[config.mk]
export PLATFORM = sky130hd
export DESIGN_NAME = alu_lane_top
export DESIGN_NICKNAME = d
export VERILOG_FILES = /design/src/logic/alu_isa_pkg.sv /design/src/logic/alu_datapath_pkg.sv /design/src/logic/alu_lane_ifs.sv /design/src/logic/operand_stage.sv /design/src/logic/compare_unit.sv /design/src/logic/arith_unit.sv /design/src/logic/result_stage.sv /design/src/logic/alu_lane_top.sv
export SDC_FILE = /design/constraint.sdc
export NUM_CORES = 2
export LEC_CHECK = 0
export BUFFER_PORTS_ARGS = -buffer_cell sky130_fd_sc_hd__buf_4
export CORE_UTILIZATION = 26
export CTS_CLUSTER_SIZE = 16
export DETAILED_ROUTE_END_ITERATION = 16
export SYNTH_ARGS = -nofsm -noshare
export SYNTH_HDL_FRONTEND = slang
export SYNTH_SLANG_ARGS = --single-unit
[constraint.sdc]
create_clock -name clk -period 10.9 [get_ports clk]
set_input_delay 0 -clock clk [delete_from_list [all_inputs] [get_ports clk]]
set_output_delay 0 -clock clk [all_outputs]
set_load 0.05 [all_outputs]
[src/logic/alu_isa_pkg.sv]
// opcode and element-width enums, opcode classification helpers
`default_nettype none

package alu_isa_pkg;

   typedef enum logic [3:0] {
      op_add,                                // a + b
      op_sub,                                // a - b
      op_and,
      op_or,
      op_xor,
      op_slt,                                // set-compares, result is 0 or 1
      op_sltu,
      op_sle,
      op_sleu,
      op_sgt,
      op_sgtu,
      op_seq,
      op_sne,
      op_mul,                                // low half of product
      op_mulh,                               // high half, signed x signed
      op_mulhu                               // high half, unsigned x unsigned
   } alu_op_e;

   typedef enum logic [1:0] {
      sew_8  = 2'd0,
      sew_16 = 2'd1,
      sew_32 = 2'd2
   } sew_e;

   function automatic logic is_compare(input alu_op_e op);
      return op inside {op_slt, op_sltu, op_sle, op_sleu, op_sgt, op_sgtu, op_seq, op_sne};
   endfunction

   function automatic logic is_signed_op(input alu_op_e op);
      return op inside {op_slt, op_sle, op_sgt, op_mulh, op_add, op_sub, op_mul}; // sign-extend
   endfunction

   function automatic logic is_mul_high(input alu_op_e op);
      return op inside {op_mulh, op_mulhu};
   endfunction

endpackage

`default_nettype wire

[src/logic/alu_datapath_pkg.sv]
// lane data width, product width and pipeline depth constants
`default_nettype none

package alu_datapath_pkg;

   // operand and result width of one lane
   localparam int LANE_DATA_W = 32;

   localparam int LANE_PROD_W = 2 * LANE_DATA_W;  // full product / sum width

   // valid_i at edge k gives valid_o after edge k+4
   localparam int PIPE_DEPTH = 4;

endpackage

`default_nettype wire

[src/logic/alu_lane_ifs.sv]
// operand bus and arith-to-result stage bus with source and sink modports
`timescale 1ns/100ps
`default_nettype none

interface operand_if #(
   parameter int DATA_W = alu_datapath_pkg::LANE_DATA_W
);
   import alu_isa_pkg::*;

   logic              valid;                 // qualifies the rest
   alu_op_e           op;
   sew_e              sew;
   logic [DATA_W-1:0] a;                     // extended first operand
   logic [DATA_W-1:0] b;                     // extended second operand

   modport src (output valid, op, sew, a, b);
   modport snk (input valid, op, sew, a, b);
endinterface

interface stage_if #(
   parameter int DATA_W = alu_datapath_pkg::LANE_DATA_W
);
   import alu_isa_pkg::*;

   logic                valid;
   alu_op_e             op;
   sew_e                sew;
   logic [2*DATA_W-1:0] value;               // product or sum, full width

   modport src (output valid, op, sew, value);
   modport snk (input valid, op, sew, value);
endinterface

`default_nettype wire

[src/logic/operand_stage.sv]
// input register stage with element-width extension of both operands
`timescale 1ns/100ps
`default_nettype none

module operand_stage #(
   parameter int DATA_W = alu_datapath_pkg::LANE_DATA_W
) (
   input  logic                 clk,
   input  logic                 rstn,
   input  logic                 valid_i,
   input  alu_isa_pkg::alu_op_e op_i,
   input  alu_isa_pkg::sew_e    sew_i,
   input  logic [DATA_W-1:0]    op1_i,
   input  logic [DATA_W-1:0]    op2_i,
   operand_if.src               opnd
);
   import alu_isa_pkg::*;

   logic              valid_q;
   alu_op_e           op_q;
   sew_e              sew_q;
   logic [DATA_W-1:0] op1_q;
   logic [DATA_W-1:0] op2_q;
   logic              sgn;                   // sign-extend when set, else zero-extend

   // widen the low element of x to DATA_W bits
   function automatic logic [DATA_W-1:0] extend(input logic [DATA_W-1:0] x,
                                                input sew_e sew,
                                                input logic sign);
      logic [DATA_W-1:0] r;
      r = x;
      case (sew)
         sew_8:   r = {{(DATA_W-8){sign & x[7]}}, x[7:0]};
         sew_16:  r = {{(DATA_W-16){sign & x[15]}}, x[15:0]};
         default: r = x;                     // full width, nothing to extend
      endcase
      return r;
   endfunction

   always_ff @(posedge clk)
   begin
      if (!rstn)
      begin
         valid_q <= 1'b0;
         op_q    <= op_add;
         sew_q   <= sew_8;
      end
      else
      begin
         valid_q <= valid_i;
         op_q    <= op_i;
         sew_q   <= sew_i;
      end
   end

   always_ff @(posedge clk)
   begin
      op1_q <= op1_i;                        // operands are payload, taken every cycle
      op2_q <= op2_i;
   end

   assign sgn = is_signed_op(op_q);

   assign opnd.valid = valid_q;
   assign opnd.op    = op_q;
   assign opnd.sew   = sew_q;
   assign opnd.a     = extend(op1_q, sew_q, sgn);
   assign opnd.b     = extend(op2_q, sew_q, sgn);

endmodule

`default_nettype wire

[src/logic/compare_unit.sv]
// set-compare evaluation on extended operands and its two-cycle alignment delay
`timescale 1ns/100ps
`default_nettype none

module compare_unit #(
   parameter int DATA_W = alu_datapath_pkg::LANE_DATA_W
) (
   input  logic   clk,
   input  logic   rstn,
   operand_if.snk opnd,
   output logic   flag_o
);
   import alu_isa_pkg::*;

   logic       lt_s;                         // a < b, signed
   logic       lt_u;                         // a < b, unsigned
   logic       eq;
   logic       flag_d;
   logic [1:0] flag_q;                       // [0] lines up with arith input reg, [1] with value

   assign lt_s = $signed(opnd.a) < $signed(opnd.b);
   assign lt_u = opnd.a < opnd.b;
   assign eq   = opnd.a == opnd.b;

   always_comb
   begin
      flag_d = 1'b0;                         // non-compare ops give 0
      case (opnd.op)
         op_slt:  flag_d = lt_s;
         op_sltu: flag_d = lt_u;
         op_sle:  flag_d = lt_s | eq;
         op_sleu: flag_d = lt_u | eq;
         op_sgt:  flag_d = ~(lt_s | eq);
         op_sgtu: flag_d = ~(lt_u | eq);
         op_seq:  flag_d = eq;
         op_sne:  flag_d = ~eq;
         default: flag_d = 1'b0;
      endcase
   end

   always_ff @(posedge clk)
   begin
      if (!rstn)
         flag_q <= 2'b00;
      else
         flag_q <= {flag_q[0], flag_d & opnd.valid}; // only valid compares raise the flag
   end

   assign flag_o = flag_q[1];

endmodule

`default_nettype wire

[src/logic/arith_unit.sv]
// behavioral add/logic/multiply datapath with input and product registers
`timescale 1ns/100ps
`default_nettype none

module arith_unit #(
   parameter int DATA_W = alu_datapath_pkg::LANE_DATA_W
) (
   input  logic   clk,
   input  logic   rstn,
   operand_if.snk opnd,
   stage_if.src   stg
);
   import alu_isa_pkg::*;

   localparam int PROD_W = 2 * DATA_W;

   // input register stage, like the A/B regs of a DSP slice
   logic              in_valid_q;
   alu_op_e           in_op_q;
   sew_e              in_sew_q;
   logic [DATA_W-1:0] a_q;
   logic [DATA_W-1:0] b_q;

   // product/sum register stage
   logic              valid_q;
   alu_op_e           op_q;
   sew_e              sew_q;
   logic [PROD_W-1:0] value_q;

   logic              sgn;
   logic [PROD_W-1:0] a_w;                   // operands widened to product width
   logic [PROD_W-1:0] b_w;
   logic [PROD_W-1:0] value_d;

   always_ff @(posedge clk)
   begin
      if (!rstn)
      begin
         in_valid_q <= 1'b0;
         in_op_q    <= op_add;
         in_sew_q   <= sew_8;
         valid_q    <= 1'b0;
         op_q       <= op_add;
         sew_q      <= sew_8;
      end
      else
      begin
         in_valid_q <= opnd.valid;
         in_op_q    <= opnd.op;
         in_sew_q   <= opnd.sew;
         valid_q    <= in_valid_q;
         op_q       <= in_op_q;
         sew_q      <= in_sew_q;
      end
   end

   always_ff @(posedge clk)
   begin
      a_q     <= opnd.a;
      b_q     <= opnd.b;
      value_q <= value_d;
   end

   assign sgn = is_signed_op(in_op_q);       // mulh signed, mulhu unsigned
   assign a_w = {{DATA_W{sgn & a_q[DATA_W-1]}}, a_q};
   assign b_w = {{DATA_W{sgn & b_q[DATA_W-1]}}, b_q};

   always_comb
   begin
      value_d = '0;                          // compares do not use the value
      case (in_op_q)
         op_add:                   value_d = {{DATA_W{1'b0}}, a_q + b_q}; // wraps at DATA_W
         op_sub:                   value_d = {{DATA_W{1'b0}}, a_q - b_q};
         op_and:                   value_d = {{DATA_W{1'b0}}, a_q & b_q};
         op_or:                    value_d = {{DATA_W{1'b0}}, a_q | b_q};
         op_xor:                   value_d = {{DATA_W{1'b0}}, a_q ^ b_q};
         op_mul, op_mulh, op_mulhu: value_d = a_w * b_w; // low PROD_W bits, two's complement
         default:                  value_d = '0;
      endcase
   end

   assign stg.valid = valid_q;
   assign stg.op    = op_q;
   assign stg.sew   = sew_q;
   assign stg.value = value_q;

endmodule

`default_nettype wire

[src/logic/result_stage.sv]
// result merge, multiply high-half selection and output register
`timescale 1ns/100ps
`default_nettype none

module result_stage #(
   parameter int DATA_W = alu_datapath_pkg::LANE_DATA_W
) (
   input  logic              clk,
   input  logic              rstn,
   stage_if.snk              stg,
   input  logic              flag_i,
   output logic              valid_o,
   output logic [DATA_W-1:0] result_o
);
   import alu_isa_pkg::*;

   logic [DATA_W-1:0] result_d;
   logic [DATA_W-1:0] result_q;
   logic              valid_q;

   always_comb
   begin
      if (is_compare(stg.op))
         result_d = {{(DATA_W-1){1'b0}}, flag_i};     // set result, 0 or 1
      else if (is_mul_high(stg.op))
      begin
         case (stg.sew)                               // bits SEW..2*SEW-1 of element product
            sew_8:   result_d = {{(DATA_W-8){1'b0}}, stg.value[15:8]};
            sew_16:  result_d = {{(DATA_W-16){1'b0}}, stg.value[31:16]};
            default: result_d = stg.value[2*DATA_W-1:DATA_W];
         endcase
      end
      else
         result_d = stg.value[DATA_W-1:0];            // sum, logic or low product
   end

   always_ff @(posedge clk)
   begin
      if (!rstn)
         valid_q <= 1'b0;
      else
         valid_q <= stg.valid;
   end

   always_ff @(posedge clk)
   begin
      result_q <= result_d;
   end

   assign valid_o  = valid_q;
   assign result_o = result_q;

endmodule

`default_nettype wire

[src/logic/alu_lane_top.sv]
// vector ALU lane top level wiring the operand, compare, arith and result stages
`timescale 1ns/100ps
`default_nettype none

module alu_lane_top #(
   parameter int DATA_W = alu_datapath_pkg::LANE_DATA_W
) (
   input  logic                 clk,
   input  logic                 rstn,
   input  logic                 valid_i,
   input  alu_isa_pkg::alu_op_e op_i,
   input  alu_isa_pkg::sew_e    sew_i,
   input  logic [DATA_W-1:0]    op1_i,
   input  logic [DATA_W-1:0]    op2_i,
   output logic                 valid_o,
   output logic [DATA_W-1:0]    result_o
);

   operand_if #(.DATA_W(DATA_W)) opnd_bus ();  // edge k+1 onwards
   stage_if   #(.DATA_W(DATA_W)) stg_bus ();   // edge k+3 onwards

   logic cmp_flag;                             // aligned with stg_bus.value

   operand_stage #(.DATA_W(DATA_W)) u_operand_stage (
      .clk     (clk),
      .rstn    (rstn),
      .valid_i (valid_i),
      .op_i    (op_i),
      .sew_i   (sew_i),
      .op1_i   (op1_i),
      .op2_i   (op2_i),
      .opnd    (opnd_bus.src)
   );

   compare_unit #(.DATA_W(DATA_W)) u_compare_unit (
      .clk    (clk),
      .rstn   (rstn),
      .opnd   (opnd_bus.snk),
      .flag_o (cmp_flag)
   );

   arith_unit #(.DATA_W(DATA_W)) u_arith_unit (
      .clk  (clk),
      .rstn (rstn),
      .opnd (opnd_bus.snk),
      .stg  (stg_bus.src)
   );

   result_stage #(.DATA_W(DATA_W)) u_result_stage (
      .clk      (clk),
      .rstn     (rstn),
      .stg      (stg_bus.snk),
      .flag_i   (cmp_flag),
      .valid_o  (valid_o),
      .result_o (result_o)
   );

endmodule

`default_nettype wire

==> results.sh <==
export IMPL_status="complete, no violations"
export IMPL_yosysSeqAreaShare=0.102
export IMPL_dr_pass1_iters=7
export IMPL_row_count=158
export IMPL_overflow=0
export IMPL_slew_headroom=0.130
export IMPL_io_pins=106
export IMPL_numClockSinks=248
export IMPL_ant_nets=0
export IMPL_synth_area_leaders="fa_1 46%, dfxtp_1 10%, inv_1 9.7%"
export IMPL_regToRegStartpoint="u_arith_unit.in_op_q[1]"
export IMPL_reg2reg_depth=27
export IMPL_post_drt_wl_per_cell_um=21.3
export IMPL_vias=37699
export IMPL_post_place_ws_ps=1490
export IMPL_top_layer="met5"
export IMPL_clk_latency_ps=560
export IMPL_yosys_register_bits=248
export IMPL_path_clk_slew_ps=60
export IMPL_cp_slowest_cell="nor2_1"
export IMPL_grt_max_degree=49
export IMPL_core_area_sq_um=185000
export IMPL_final_nets=7012
export IMPL_dpl_cell_count=7846
export IMPL_reg2reg_setup_slack_ps=1340
export IMPL_cts_made_buffers=26
export IMPL_synthCells=5445
export IMPL_reg2reg_to="u_arith_unit.stg.value[57]"
export IMPL_dp_hpwl_um=137000
export IMPL_layout_drive_gt1_share=0.0523
export IMPL_tns_ps=0
export IMPL_hold_path_end="u_operand_stage.op2_q[21]"
export IMPL_max_freq_mhz=105
export IMPL_hold_depth=2
export IMPL_holdCritPathClass="in -> reg"
export IMPL_cts_tree="yes"
export IMPL_synth_largest_area_cell="fa_1"
export IMPL_port_buffers=105
export IMPL_die_area_sq_um=188000
export IMPL_start_util=0.262
export IMPL_crit_top_cell="fa_1"
export IMPL_fin_area_sq_um=53800
export IMPL_fp_dieH_um=434
export IMPL_grt_first_pass_wirelength_um=256000
export IMPL_skew_ps=35.9
export IMPL_clockRootBuffer="clkbuf_16"
export IMPL_min_period_ps=9560
export IMPL_final_hold_viol_count=0
export IMPL_max_cap_violations=0
export IMPL_fin_crit_sh=0.877
export IMPL_yosysTopAreaCellShare=0.465
export IMPL_syn_nets=6984
export IMPL_clockBufferDepth=3
export IMPL_synth_enable_flop_cells=0
export IMPL_final_max_slew_viol_count=0
export IMPL_path_class="reg -> reg"
export IMPL_ys_types=75
export IMPL_min_from="op2_i[21]"
export IMPL_grt_setup_unrepaired="false"
export IMPL_via_per_inst=4.73
export IMPL_drc=0
export IMPL_wl_met2_um=81100
export IMPL_crit_arrival_ps=10050
export IMPL_yosys_warnings=0
export IMPL_tightest_slew_ps=1300
export IMPL_grt_antenna_before_repair=13
export IMPL_wl_met3_um=12900
export IMPL_drt_iter0_markers=3249
export IMPL_synth_area_sq_um=48500
export IMPL_h_tree_depth=1
export IMPL_routabilityCongestion=0.962
export IMPL_setup_viol=0
export IMPL_area_growth_synth_to_final_pct=10.9
export IMPL_fin_ws_ps=1340
export IMPL_post_dp_cell_area_sq_um=52100
export IMPL_die_w_um=434
export IMPL_ys_flop_type="dfxtp_1"
export IMPL_cp_max_fo=10
export IMPL_async_flop_share=0
export IMPL_required_ps=11380
export IMPL_cp_start_kind="flop"
export IMPL_cp_end_kind="flop"
export IMPL_grt_usage=0.183
export IMPL_drt_total_wl_um=170000
export IMPL_layout_cells_non_filler=7971
export IMPL_avgSynthCellArea_sq_um=8.91
export IMPL_max_stage_delay_ps=640
export IMPL_first_global_vias=40149
export IMPL_drt_met1_wl_um=68200
==> worst max path at each step <==
stage                                 start                         end  cells after the start
floorplan           u_arith_unit.in_op_q[1]  u_arith_unit.stg.value[60]                     32
global placement    u_arith_unit.in_op_q[1]  u_arith_unit.stg.value[60]                     30
detailed placement  u_arith_unit.in_op_q[1]  u_arith_unit.stg.value[57]                     27
CTS                 u_arith_unit.in_op_q[1]  u_arith_unit.stg.value[57]                     27
global route        u_arith_unit.in_op_q[1]  u_arith_unit.stg.value[57]                     27
finish              u_arith_unit.in_op_q[1]  u_arith_unit.stg.value[57]                     27
==> metrics by stage <==
stage | util | hold WS, ps
floorplan | - | 27.7
global placement | 0.281 | 105
detailed placement | 0.281 | 106
CTS | 0.290 | 68.3
global route | 0.290 | 82.4
finish | 0.290 | 92.6
==> critical path, delay by kind of cell, from the launching register on <==
family	cells	cell delay (ps)
flops	1	510
simple gates	5	1490
fa+ha+maj	9	4430
compound gates	8	1880
buf+inv	4	950
mux	1	220
==> placed cells by master (no fill, tap or decap), types with 23 or more instances in the layout <==
cell           synthesis  routed
inv_1               1254    1254
fa_1                1126    1126
nand2_1              841     841
dfxtp_1              248     244
clkbuf_16              0      26
clkinv_1              24      24
dlygate4sd3_1          0      79
and2_1                32      32
a21oi_1              151     151
nor3_1                41      39
buf_4                  0     203
o21ai_0              103     103
a21o_1                82      82
nor2_1               427     426
ha_1                 340     340
nand3_1               39      39
o211ai_1              23      23
xor2_1                31      31
xnor2_1               87      86
==> cells by family (layout without fill, tap and decap cells) <==
family          Yosys count  count (layout)  share of synthesized area
flops                   248             248                      0.102
xor+xnor                118             118                     0.0213
other cells               0               3                          0
buf+inv                1568            1611                      0.121
fa+ha+maj              1466            1466                      0.553
compound gates          533             533                     0.0720
simple gates           1489            1489                      0.125
mux                      23              23                    0.00477
==> state kept, by name (all words and copies together) (netlist names), 32 cells and up <==
register / flops
u_operand_stage.op2_q: 32
u_operand_stage.op1_q: 32
u_result_stage.result_o: 32
u_arith_unit.a_q: 32
u_arith_unit.stg.value: 64
u_arith_unit.b_q: 32
==> per-layer routing <==
layer / vias up / GRT usage
met1: 19582 / 0.240
met4: 6 / 0.0706
met3: 326 / 0.0237
li1: 16191 / -
met5: - / 0
met2: 1594 / 0.306
==> synth_stat cells, drive strengths merged (17+ instances only) <==
library cell	instances
xor2	31
ha	340
inv	1262
nand4	21
and2	32
xnor2	87
nor3	41
o21ai	110
clkbuf	254
nor2b	17
o211ai	23
dfxtp	248
a21o	82
buf	28
nand2	841
clkinv	24
nand3	39
nor2	429
a31oi	18
fa	1126
mux2i	22
a21oi	151
==> timing repair <==
item,4_1_cts,5_1_grt
hold endpoints to repair,87,0
hold buffers,79,0
gates resized for setup,0,0
setup buffers,0,0
==> final cells by class <==
cell class | count | area [sq um]
clock inverter | 13 | 194
antenna | 3 | 7.51
tap | 2480 | 3100
fill | 19625 | 131000
sequential | 248 | 4970
clock buffer | 30 | 696
multi-input combinational | 3629 | 37700
timing repair buffer | 282 | 2310
inverter | 1286 | 4830
Power is not shown: default switching activity piles up to over one toggle a cycle in this logic, so the estimate is an artifact.
